==> config.mk <==
export PLATFORM = sky130hd
export DESIGN_NAME = frameResponder
export DESIGN_NICKNAME = d
export VERILOG_FILES = /design/src/logic/replyPkg.sv /design/src/logic/frameResponder.sv /design/src/logic/replyTransmitter.sv /design/src/logic/frameCapture.sv
export VERILOG_INCLUDE_DIRS = /design/src /design/src/logic
export SDC_FILE = /design/constraint.sdc
export NUM_CORES = 1
export LEC_CHECK = 0
export BUFFER_PORTS_ARGS = -buffer_cell sky130_fd_sc_hd__buf_2
export CORE_ASPECT_RATIO = 0.5
export CORE_MARGIN = 3
export CORE_UTILIZATION = 40
export CTS_CLUSTER_DIAMETER = 100
export DETAILED_ROUTE_END_ITERATION = 16
export PLACE_DENSITY = 0.55
export SYNTH_ARGS = -nofsm -noshare
export SYNTH_HDL_FRONTEND = slang
export SYNTH_SLANG_ARGS = --single-unit
export TNS_END_PERCENT = 1
==> constraint.sdc <==
create_clock -name clk -period 12.25 [get_ports clk]
set_input_delay 0.6125 -clock clk [delete_from_list [all_inputs] [get_ports clk]]
set_output_delay 0.6125 -clock clk [all_outputs]
set_load 0.01 [all_outputs]
==> src/logic/reply_params.svh <==
`ifndef REPLY_PARAMS_SVH
`define REPLY_PARAMS_SVH

// words kept from the front of each frame
`define FRAME_WORDS 12

// words in one reply frame
`define REPLY_WORDS 7

// header words copied through unchanged
`define HEADER_WORDS 4

// first captured word holding the retired-instruction count
`define COUNT_WORD 8

// replies sent after reset before the engine goes quiet
`define REPLY_LIMIT 8

`endif
==> src/logic/replyPkg.sv <==
`default_nettype none

package replyPkg;

  ///////////////////////////////
  // stream and index types
  ///////////////////////////////

  typedef logic [31:0] wordT;      // one stream word
  typedef logic [3:0]  frameIdxT;  // captured word 0..11
  typedef logic [2:0]  replyIdxT;  // reply word 0..6

  ///////////////////////////////
  // state machines
  ///////////////////////////////

  // receive side
  typedef enum logic [1:0] {
    capIdle,
    capCapture,
    capDrain,   // twelve words kept, skip to inLast
    capDone
  } captureStateT;

  // transmit side
  typedef enum logic [1:0] {
    txReady,
    txWait,     // frame ready but sink not ready yet
    txSend,
    txFinished
  } transStateT;

endpackage

`default_nettype wire

==> src/logic/frameResponder.sv <==
`timescale 1ns/100ps
`default_nettype none

module frameResponder (
  input  logic           clk,
  input  logic           reset,
  // frame stream in, never stalled
  input  logic           inValid,
  input  replyPkg::wordT inData,
  input  logic           inLast,
  // host load estimate
  input  replyPkg::wordT hostLoad,
  // reply stream out
  output logic           outValid,
  output replyPkg::wordT outData,
  output logic           outLast,
  input  logic           outReady
);

  logic               frameReady;  // twelve words captured
  replyPkg::replyIdxT wordIdx;
  replyPkg::wordT     replyWord;

  //////////////////////////////
  // receive side
  //////////////////////////////

  frameCapture u_frameCapture (
    .clk        (clk),
    .reset      (reset),
    .inValid    (inValid),
    .inData     (inData),
    .inLast     (inLast),
    .wordIdx    (wordIdx),
    .frameReady (frameReady),
    .replyWord  (replyWord)
  );

  //////////////////////////////
  // transmit side
  //////////////////////////////

  replyTransmitter u_replyTransmitter (
    .clk        (clk),
    .reset      (reset),
    .frameReady (frameReady),
    .replyWord  (replyWord),
    .hostLoad   (hostLoad),
    .outReady   (outReady),
    .wordIdx    (wordIdx),
    .outValid   (outValid),
    .outLast    (outLast),
    .outData    (outData)
  );

endmodule

`default_nettype wire

==> src/logic/replyTransmitter.sv <==
`timescale 1ns/100ps
`default_nettype none

`include "reply_params.svh"

module replyTransmitter (
  input  logic               clk,
  input  logic               reset,
  input  logic               frameReady,
  input  replyPkg::wordT     replyWord,
  input  replyPkg::wordT     hostLoad,
  input  logic               outReady,
  output replyPkg::replyIdxT wordIdx,
  output logic               outValid,
  output logic               outLast,
  output replyPkg::wordT     outData
);

  localparam int CountW = $clog2(`REPLY_LIMIT + 1);

  replyPkg::transStateT state, nextState;
  replyPkg::wordT       loadReg;
  logic [CountW-1:0]    replyCount;

  logic limitHit;
  logic startReply;
  logic handshake;
  logic lastWord;

  assign limitHit   = replyCount == CountW'(`REPLY_LIMIT);
  assign startReply = (state == replyPkg::txReady) & frameReady & ~limitHit;
  assign handshake  = outValid & outReady;
  assign lastWord   = wordIdx == replyPkg::replyIdxT'(`REPLY_WORDS - 1);

  //////////////////////////////
  // transmit FSM
  //////////////////////////////

  always_ff @(posedge clk) begin
    if (reset) begin
      state <= replyPkg::txReady;
    end else begin
      state <= nextState;
    end
  end

  always_comb begin
    nextState = state;
    case (state)
      replyPkg::txReady: begin
        if (startReply) begin
          nextState = outReady ? replyPkg::txSend : replyPkg::txWait;
        end
      end
      replyPkg::txWait: begin
        if (outReady) nextState = replyPkg::txSend;
      end
      replyPkg::txSend: begin
        if (handshake & lastWord) nextState = replyPkg::txFinished;
      end
      replyPkg::txFinished: begin
        nextState = replyPkg::txReady;
      end
      default: nextState = replyPkg::txReady;
    endcase
  end

  // word counter, moves only on a handshake so data holds under stall
  always_ff @(posedge clk) begin
    if (reset) begin
      wordIdx <= '0;
    end else if (state == replyPkg::txReady) begin
      wordIdx <= '0;
    end else if (handshake) begin
      if (lastWord) begin
        wordIdx <= '0;
      end else begin
        wordIdx <= wordIdx + 1'b1;
      end
    end
  end

  // host load, sampled once per frame
  always_ff @(posedge clk) begin
    if (startReply) loadReg <= hostLoad;
  end

  //////////////////////////////
  // reply limit
  //////////////////////////////

  always_ff @(posedge clk) begin
    if (reset) begin
      replyCount <= '0;
    end else if (state == replyPkg::txFinished) begin
      replyCount <= replyCount + 1'b1;  // stops at the limit, no new replies
    end
  end

  //////////////////////////////
  // output stream
  //////////////////////////////

  assign outValid = state == replyPkg::txSend;
  assign outLast  = outValid & lastWord;
  assign outData  = lastWord ? loadReg : replyWord;  // last word is the load

endmodule

`default_nettype wire

==> src/logic/frameCapture.sv <==
`timescale 1ns/100ps
`default_nettype none

`include "reply_params.svh"

module frameCapture (
  input  logic              clk,
  input  logic              reset,
  input  logic              inValid,
  input  replyPkg::wordT    inData,
  input  logic              inLast,
  input  replyPkg::replyIdxT wordIdx,
  output logic              frameReady,
  output replyPkg::wordT    replyWord
);

  replyPkg::captureStateT state, nextState;
  replyPkg::frameIdxT     wrIdx;
  replyPkg::wordT         frameBuf [`FRAME_WORDS];

  logic take;        // word written into the buffer this cycle
  logic wordTwelve;  // the last word we keep

  //////////////////////////////
  // receive FSM
  //////////////////////////////

  assign take       = inValid & (state != replyPkg::capDrain);
  assign wordTwelve = take & (wrIdx == replyPkg::frameIdxT'(`FRAME_WORDS - 1));

  always_ff @(posedge clk) begin
    if (reset) begin
      state <= replyPkg::capIdle;
    end else begin
      state <= nextState;
    end
  end

  always_comb begin
    nextState = state;
    case (state)
      replyPkg::capDrain: begin
        if (inValid & inLast) nextState = replyPkg::capDone;
      end
      default: begin
        // idle, capture and done all accept the next word
        if (take) begin
          if (wordTwelve) begin
            nextState = inLast ? replyPkg::capDone : replyPkg::capDrain;
          end else if (inLast) begin
            nextState = replyPkg::capIdle;  // runt frame, dropped
          end else begin
            nextState = replyPkg::capCapture;
          end
        end else if (state == replyPkg::capDone) begin
          nextState = replyPkg::capIdle;
        end
      end
    endcase
  end

  // write pointer, back to zero at the end of every frame
  always_ff @(posedge clk) begin
    if (reset) begin
      wrIdx <= '0;
    end else if (take) begin
      if (wordTwelve | inLast) begin
        wrIdx <= '0;
      end else begin
        wrIdx <= wrIdx + 1'b1;
      end
    end
  end

  always_ff @(posedge clk) begin
    if (reset) begin
      frameReady <= 1'b0;
    end else begin
      frameReady <= wordTwelve;  // one cycle after the twelfth word
    end
  end

  always_ff @(posedge clk) begin
    if (take) frameBuf[wrIdx] <= inData;
  end

  //////////////////////////////
  // reply word select
  //////////////////////////////

  // count field sits 16 bits into word 8, realign into two words
  always_comb begin
    replyWord = '0;  // index 6 comes from the transmitter
    if (wordIdx < replyPkg::replyIdxT'(`HEADER_WORDS)) begin
      replyWord = frameBuf[replyPkg::frameIdxT'(wordIdx)];
    end else if (wordIdx == replyPkg::replyIdxT'(`HEADER_WORDS)) begin
      replyWord = {frameBuf[`COUNT_WORD + 1][15:0], frameBuf[`COUNT_WORD][31:16]};
    end else if (wordIdx == replyPkg::replyIdxT'(`HEADER_WORDS + 1)) begin
      replyWord = {frameBuf[`COUNT_WORD + 2][15:0], frameBuf[`COUNT_WORD + 1][31:16]};
    end
  end

endmodule

`default_nettype wire

Word-level counts from Yosys, hierarchy flattened --
Memory sizes are Yosys's and may differ from the RTL's. A register that Yosys moved wholly into a read port is not among the register bits. Cells that the tools add are included.
Word-level totals: output and inout port bits 34, RAM bits 384, word-level logic and storage cells 64, memories kept 1, register bits after elaboration 48, input port bits 69
Memory list:
- u_frameCapture.frameBuf | depth 12, width 32, rd ports 4, clocked after memory_dff 1, wr ports 1, line frameCapture.sv:19 | replyPkg::wordT frameBuf [`FRAME_WORDS];
Operators by class: muxes and demuxes 22, $add $sub $neg 3, equality and inequality tests 15, bitwise logic cells 10, magnitude comparators 1, reductions and logical operators 5
Operators by type and width (count):
- $mux W32 | 4
- $mux W2 | 9
- $mux W4 | 3
- $eq A3 B3 Y1 const B | 3
- $add A4 B1 Y4 const B | 2
- $and A1 B1 Y1 | 8
- $eq A2 B2 Y1 const B | 4
- $eq A4 B4 Y1 const B | 2
- $pmux W2 S4 | 1
- $ne A2 B2 Y1 const B | 3
- $mux W1 | 4
- $ne A2 B1 Y1 const B | 2
- $add A3 B1 Y3 const B | 1
- $lt A3 B3 Y1 const B | 1
- $mux W3 | 1
- $reduce_and A3 Y1 | 1
- $reduce_bool A3 Y1 | 1
- $eq A2 B1 Y1 const B | 1
- $logic_not A2 Y1 | 1
- $reduce_and A2 Y1 | 1
- $reduce_or A2 Y1 | 1
- $not A1 Y1 | 1
- $or A1 B1 Y1 | 1

Depth between registers and ports, before layout --
Gate-level depths: netlist of the first run.
depth in word-level cells 6, depth in mapped cells 8, gate-level depth less buffers 7

Hierarchy --
From an unflattened synthesis of the first run, not the netlist that was laid out.
Unflattened totals: cells, all modules 558, area, all modules 9902.0 um2
Modules (own cells, without submodules):
- frameCapture | cells each 431, instances 1, sequential area each 5905.7 um2, area each 8001.4 um2
- replyTransmitter | cells each 127, instances 1, sequential area each 1141.1 um2, area each 1900.6 um2

Worst setup path before layout of the first run --
No wires, ideal clock.
path kind input to register, start point input port inValid, end point memory u_frameCapture.frameBuf[0][0] (netlist name) (enable), data arrival time 4.154 ns, data required time 11.737 ns, library setup time 0.513 ns, cell stages on the path 2, path slack 7.583 ns, cells stage by stage nand2_1 nor4b_1
On the way: cells in the longest elaborated chain, start to end 3
Ends and longest elaborated chain:
- from (decl) | line frameResponder.sv:8 | input logic inValid,
- $and A1 B1 Y1 | line frameCapture.sv:28 | assign take = inValid & (state != replyPkg::capDrain);
- $mux W1 | line frameCapture.sv:84 | if (take) frameBuf[wrIdx] <= inData;
- $mux W1 (not written as such) | line frameCapture.sv:84
- to (decl) | line frameCapture.sv:19
No other way between the ends.

==> impl_results.md, run 1 <==
- Outcome: completed
- Crit path kind: reg2out
- Post-Syn Instances: 869
- Ys Warns: 0
- Setup crit end kind: output port
- Crit-path max FO: 63
- Die width: 277 um
- Final worst slack: 7.84 ns
- Worst ir drop on vdd: 74.4 uV
- Routed wire length: 35300 um
- Share of layout cells above drive strength 1: 19.3%
- RD Place Congestion: 0.723
- Die Height: 141 um
- Initial antenna violation count: 1
- Post-synth EDFFs: 352
- Total core area: 35300 sq um
- Cts bufs inserted: 36
- Top cells by area, synth: edfxtp_1 (72%), mux2i_1 (9.7%), dfxtp_1 (2.6%)
- Fin crit period: 4.41 ns
- Worst slew margin: 24.9%
- Post-route cell area: 16600 sq um
- Via count: 7943
- Pins Over Slew Limit: 0
- Leak Pwr: 5.27 nW
- Hold_buf cts: 0
- CTS tree: built
- Post-CTS sizing: 0
- Post-placement setup slack: 8.37 ns
- Area growth, synth to finish: 13.5%
- Power Dens Cells: 153 nW/um^2
- Number of global-route vias before repair: 8307
- Initial Utilization: 41.5%
- Row count: 48
- Grt ovf: 0
- Worst path required time: 11.64 ns
- #FFs+latches synth: 371
- 1st-pass router iterations: 5
- First-pass GRT wire length: 52500 um
- GRT Resource Usage Total: 17.9%
- Post-synthesis sequential area ratio: 74.7%
- DP Area: 15500 sq um
- Final Hold Viols: 0
- Clock transition at the registers of the reported paths: 0.06 ns
- Max Freq: 0.227 GHz
- Setup TNS: 0 ns
- Top cell type by total area after synthesis: edfxtp_1
- Unrepaired setup endpoints after global routing: false
- Syn avg cell area: 16.9 sq um
- Least-Margin Pin Slew: 1.13 ns
- DIE AREA: 39100 sq um
- Maximum number of pins on one net before global-route repair: 64
- Tcrit/Tclk final: 36.0%
- CTS H-Tree Depth: 2
- Post-Syn Area: 14700 sq um
- Worst Skew: 0.0250 ns
- Num ports: 103
- PortBufs: 102
- DR iter-0 viols: 633
- Hold Crit Class: in2reg
- Syn nets: 949
- Final net count: 1055
- DRT antenna net count: 0
- Arrival @ worst endpoint: 3.79 ns
- DPL Wire Length: 18900 um
- Post-synth cell types: 47
- Worst skew pair latency: 0.53 ns
- Ys async rst share: 0%
- Clock tree buffer depth: 3
- CP Launch Type: flop
- Setup violators final: 0
- Synth top area share: 72.1%
- Post-CTS Setup Inserts: 0
- Antenna cells: 0
- Predominant post-synthesis flop cell: edfxtp_1
- Root Driver: clkbuf_16
- DRC violations left: 0
- Routed vias/inst: 5.39
- DR WL/cell: 24.0 um
- CTS sink count: 371
- Max-cap violations: 0
synthesized netlist by cell type, types with 2 or more instances:
| cell type | count |
|---|---|
| mux2_1 | 2 |
| buf_4 | 4 |
| mux2i_1 | 142 |
| edfxtp_1 | 352 |
| nand2_1 | 12 |
| buf_12 | 8 |
| a21oi_1 | 64 |
| buf_8 | 3 |
| nand3_1 | 2 |
| o22ai_1 | 60 |
| o21ai_0 | 10 |
| and3_1 | 2 |
| nand4_1 | 2 |
| nand2b_1 | 4 |
| mux2_2 | 4 |
| nor2b_1 | 7 |
| nor2_1 | 39 |
| mux4_2 | 3 |
| a21o_1 | 5 |
| inv_1 | 8 |
| buf_2 | 14 |
| nor3b_1 | 2 |
| clkbuf_1 | 18 |
| ha_1 | 11 |
| mux2_4 | 4 |
| xor2_1 | 2 |
| nor4b_1 | 4 |
| nand3b_1 | 3 |
| dfxtp_1 | 19 |
| mux4_1 | 2 |
| nor3_1 | 34 |
| and2_1 | 8 |
cell type report:
cell class	instances	area [sq um]
clock inverters	15	125
flip-flops and latches	371	11000
repair buffers	118	631
multi-input cells	440	3330
well taps	475	594
clock buffers	46	980
inverters	8	30.0
fillers	3045	18700
registers in the layout, indices dropped and copies added, names as in the netlist, named ones only:
name and cells:
u_frameCapture.frameBuf 320, u_frameCapture.frameReady 1, u_frameCapture.state 2, u_frameCapture.wrIdx 4, u_replyTransmitter.loadReg 32, u_replyTransmitter.replyCount 4
u_replyTransmitter.state 2, u_replyTransmitter.wordIdx 3
metal layers:
| metal | routed length, um | GRT usage [%] | part of all wire (%) |
|---|---|---|---|
| met1 | 16000 | 25.4 | 45 |
| met2 | 16700 | 29.5 | 47 |
| met3 | 1990 | 2.66 | 5.6 |
| met4 | 620 | 4.42 | 1.8 |
| met5 | 13 | 0 | 0.037 |
where the power goes:
group / total (W) / internal [W] / switching, W
combinational: 0.0000781 / 0.0000274 / 0.0000507
clock: 0.00106 / 0.000606 / 0.000457
sequential: 0.00140 / 0.00140 / 0.00000371
metrics by stage:
| stage | util [%] | instances | hold slack, ns | power, W |
|---|---|---|---|---|
| after floorplan | - | 869 | 0.457 | 0.00147 |
| after global routing | 47.1 | 1473 | 0.238 | 0.00263 |
| after global placement | 44.0 | 1412 | 0.470 | 0.00151 |
| after detailed placement | 44.0 | 1412 | 0.491 | 0.00151 |
| after CTS | 47.1 | 1473 | 0.233 | 0.00257 |
| final | 47.1 | 1473 | 0.256 | 0.00254 |
worst max-delay path, stage by stage (launching register included):
cell and delay (ns):
dfxtp_4 1.04, buf_4 0.99, mux4_2 0.60, nor2b_1 0.14, nor3_1 0.06, a21o_1 0.19, buf_2 0.13
layout by cell type, fill, tap and decap left out, types with 4 or more instances in the layout:
| cell | synthesis | layout |
|---|---|---|
| nor2b_1 | 7 | 6 |
| nand2_1 | 12 | 12 |
| a21oi_1 | 64 | 64 |
| mux2_2 | 4 | 4 |
| nor2_1 | 39 | 39 |
| nor4b_2 | 0 | 4 |
| a21o_1 | 5 | 5 |
| buf_4 | 4 | 16 |
| nor3_1 | 34 | 34 |
| o21ai_0 | 10 | 10 |
| buf_2 | 14 | 102 |
| clkbuf_16 | 0 | 37 |
| mux2_4 | 4 | 4 |
| clkinv_1 | 0 | 8 |
| dfxtp_1 | 19 | 15 |
| inv_1 | 8 | 8 |
| o22ai_1 | 60 | 60 |
| clkbuf_1 | 18 | 7 |
| edfxtp_1 | 352 | 352 |
| ha_1 | 11 | 11 |
| and2_2 | 0 | 5 |
| mux2i_1 | 142 | 142 |
cell families after synthesis:
family / count (synthesis) / synth area share (%)
AO/OA/AOI/OAI: 146 / 5.72
XOR/XNOR: 3 / 0.179
adder cells (fa/ha/maj): 11 / 0.938
flip-flops: 371 / 74.7
AND/OR/NAND/NOR: 123 / 4.21
multiplexers: 157 / 11.4
buffers and inverters: 58 / 2.91
worst paths after layout:
check	startpoint	to	slack (ns)	depth (start not counted)
worst min register to register	u_frameCapture.state[0]	u_frameCapture.state[0]	0.50	2
worst max-delay path	flop	outData[17]	7.84	6
worst max register to register	u_frameCapture.state[0]	u_frameCapture.frameBuf[5][16]	9.96	5
worst min-delay path	hostLoad[24]	u_replyTransmitter.loadReg[24]	0.26	1
Note: power is estimated with default switching activity, not from simulation.
==> run 2, diff against run 1 <==
--- a/config.mk
+++ b/config.mk
@@ -12,7 +12,7 @@
 export CORE_UTILIZATION = 40
 export CTS_CLUSTER_DIAMETER = 100
 export DETAILED_ROUTE_END_ITERATION = 16
-export PLACE_DENSITY = 0.55
+export PLACE_DENSITY = 0.57
 export SYNTH_ARGS = -nofsm -noshare
 export SYNTH_HDL_FRONTEND = slang
 export SYNTH_SLANG_ARGS = --single-unit
==> constraint.sdc (replaced) <==
create_clock -name clk -period 4 [get_ports clk]
set_input_delay 0.2 -clock clk [delete_from_list [all_inputs] [get_ports clk]]
set_output_delay 0.2 -clock clk [all_outputs]
set_load 0.01 [all_outputs]
==> run 2 against run 1 <==
Combinational power grew to 3.6 times the previous value. Setup slack got worse by 6.8 ns. Sequential share of layout area shrank 2.2 points. Largest power group unchanged. Highest routed layer is now met4.
==> impl_results.md, run 2 (same netlist as run 1, synthesis figures left out) <==
- Num ports: 103 (unchanged)
- Setup crit end kind: output port
- Outcome: completed
- Least-Margin Pin Slew: 1.17 ns (+0.0428 ns)
- Clock transition at the registers of the reported paths: 0.06 ns (about the same)
- Max-cap violations: 0 (unchanged)
- Family with the most delay on the worst path: flip-flops
- Root Driver: clkbuf_16
- Die width: 277 um (unchanged)
- Reg2reg path depth: 4 (-1)
- Slowest CP cell: dfxtp_4
- Hold depth: 1 (unchanged)
- Routed vias/inst: 5.29 (-1.9%)
- Setup violators final: 0 (unchanged)
- GRT Resource Usage Total: 17.4% (-0.49 points)
- DR WL/cell: 22.6 um (-5.7%)
- Crit-path cells: buf_4, mux2i_1, o22ai_1, nor3_1, a21oi_1, buf_2
- Total core area: 35300 sq um (unchanged)
- R2R setup slack: 1.50 ns (-8.46 ns)
- Tcrit/Tclk final: 74.8%
- Top Registers: u_frameCapture.frameBuf (320), u_replyTransmitter.loadReg (32)
- DR iter-0 viols: 773 (+22%)
- Crit path kind: reg2out
- Bufs and invs on worst path: 2 (unchanged)
- Setup TNS: 0 ns (unchanged)
- Row count: 48 (unchanged)
- Max Freq: 0.334 GHz
- CP Launch Type: flop
- PortBufs: 102 (unchanged)
- Worst Skew: 0.0146 ns (-0.0103 ns)
- Pins Over Slew Limit: 0 (unchanged)
- DRT antenna net count: 0 (unchanged)
- Grt ovf: 0 (unchanged)
- Hold path endpoint: u_frameCapture.frameBuf[5][2]
- Worst slew margin: 22.0% (-2.9 points)
- Unrepaired setup endpoints after global routing: false
- DRC violations left: 0 (unchanged)
- Fin crit period: 2.99 ns
- Tot Pwr: 0.00781 W (+210%)
- FF-to-FF End: u_frameCapture.frameBuf[5][3]
- Hold Crit Class: in2reg
- Die Height: 141 um (unchanged)
- Cts bufs inserted: 35 (-2.8%)
- Maximum number of pins on one net before global-route repair: 45 (-30%)
- Biggest register: u_frameCapture.frameBuf
- Worst hold start: inData[2]
- Max incr delay on CP: 0.87 ns (-0.17 ns)
- Most common cell after layout, fill and taps aside: edfxtp_1
- RD Place Congestion: 0.738 (+2.1%)
- FF-to-FF Start: u_frameCapture.state[0]
- Worst ir drop on vdd: 251 uV (+240%)
- Leak Pwr: 5.51 nW (+4.6%)
- Routed wire length: 34600 um (-2.2%)
- Post-CTS sizing: 0 (unchanged)
- Number of flip-flops under the largest register name: 320 (unchanged)
- 1st-pass router iterations: 4 (-1)
- DPL Wire Length: 19200 um (+1.3%)
- Worst skew pair latency: 0.52 ns (about the same)
- Power Dens Cells: 453 nW/um^2 (+200%)
- Arrival @ worst endpoint: 2.79 ns (-1.00 ns)
- Number of global-route vias before repair: 8318 (+0.13%)
- Finished Core Util: 48.8% (+1.7 points)
- Crit-path max FO: 44 (-30%)
- DIE AREA: 39100 sq um (unchanged)
- CP Depth: 6 (unchanged)
- Initial Utilization: 41.5% (unchanged)
- Final net count: 1108 (+5.0%)
- Antenna cells: 0 (unchanged)
- CTS tree: built
- Share of layout cells above drive strength 1: 18.3% (-1.0 points)
- Fillers: 3031 (-0.46%)
- CTS H-Tree Depth: 2 (unchanged)
- Area growth, synth to finish: 17.5%
- Final Hold Viols: 0 (unchanged)
- Clock tree buffer depth: 3 (unchanged)
- Initial antenna violation count: 0 (-1)
- Via count: 8083 (+1.8%)
- First-pass GRT wire length: 51200 um (-2.4%)
- CTS sink count: 371 (unchanged)
- Worst path required time: 3.80 ns (-7.84 ns)
- Commonest non-fill, non-tap cells in the layout: edfxtp_1 (352), mux2i_1 (142), buf_2 (102), a21oi_1 (64), o22ai_1 (60)
run 2: cell types whose count changed in the layout (fill, tap and decap cells not counted), moves of 2 or more:
cell           before  now
clkbuf_8            2    0
buf_4              16   14
inv_6               2    0
dlygate4sd3_1       0   53
clkinv_2            2    4
buf_12              0    3
clkinv_1            8   10
run 2: report_power, final:
group,internal [W],switching [W],total [W],leakage [nW]
Clock,0.00188,0.00135,0.00323,0.538
Sequential,0.00429,0.0000107,0.00430,3.34
Combinational,0.000118,0.000164,0.000282,1.63
Total,0.00628,0.00153,0.00781,5.51
run 2: repair_timing:
item	CTS	global route
buffers inserted	0	0
endpoints found under the setup margin	0	0
endpoints found under the hold margin	230	0
hold buffers	53	0
run 2: worst max path at each step:
| stage | endpoint | slack, ns | start |
|---|---|---|---|
| final | outData[15] | 1.01 | flop |
| after global routing | outData[3] | 0.85 | flop |
| after CTS | outData[15] | 0.96 | flop |
| after detailed placement | u_frameCapture.frameBuf[5][8] | 1.47 | u_frameCapture.state[0] |
| after global placement | outData[3] | 1.54 | flop |
| after floorplan | u_frameCapture.frameBuf[0][0] | -0.59 | u_frameCapture.state[0] |
run 2: through the flow:
step	cell area (sq um)	hold WS [ns]	worst slack, ns	std cells
after global placement	15600	0.376	1.54	1413
after global routing	17200	0.00596	0.848	1528
final	17200	0.0213	1.01	1528
after floorplan	14700	0.269	-0.587	869
after detailed placement	15600	0.378	1.47	1413
after CTS	17200	0.000732	0.958	1528
run 2: cell type report:
| class | count | area (sq um) | share of cell area (%) |
|---|---|---|---|
| Clock buffer | 44 | 952 | 5.53 |
| Clock inverter | 18 | 155 | 0.901 |
| Inverter | 8 | 30.0 | 0.174 |
| Multi-Input combinational cell | 440 | 3330 | 19.3 |
| Sequential cell | 371 | 11000 | 63.6 |
| Tap cell | 475 | 594 | 3.45 |
| Timing Repair Buffer | 172 | 1210 | 7.00 |
run 2: layer usage:
| metal | vias to the layer above | global-route usage, % | share of wire, % |
|---|---|---|---|
| met5 | - | 0 | 0 |
| met4 | 0 | 4.77 | 1.9 |
| met3 | 46 | 2.68 | 4.6 |
| met2 | 195 | 29.1 | 48 |
| met1 | 4123 | 24.1 | 46 |
| li1 | 3719 | - | - |
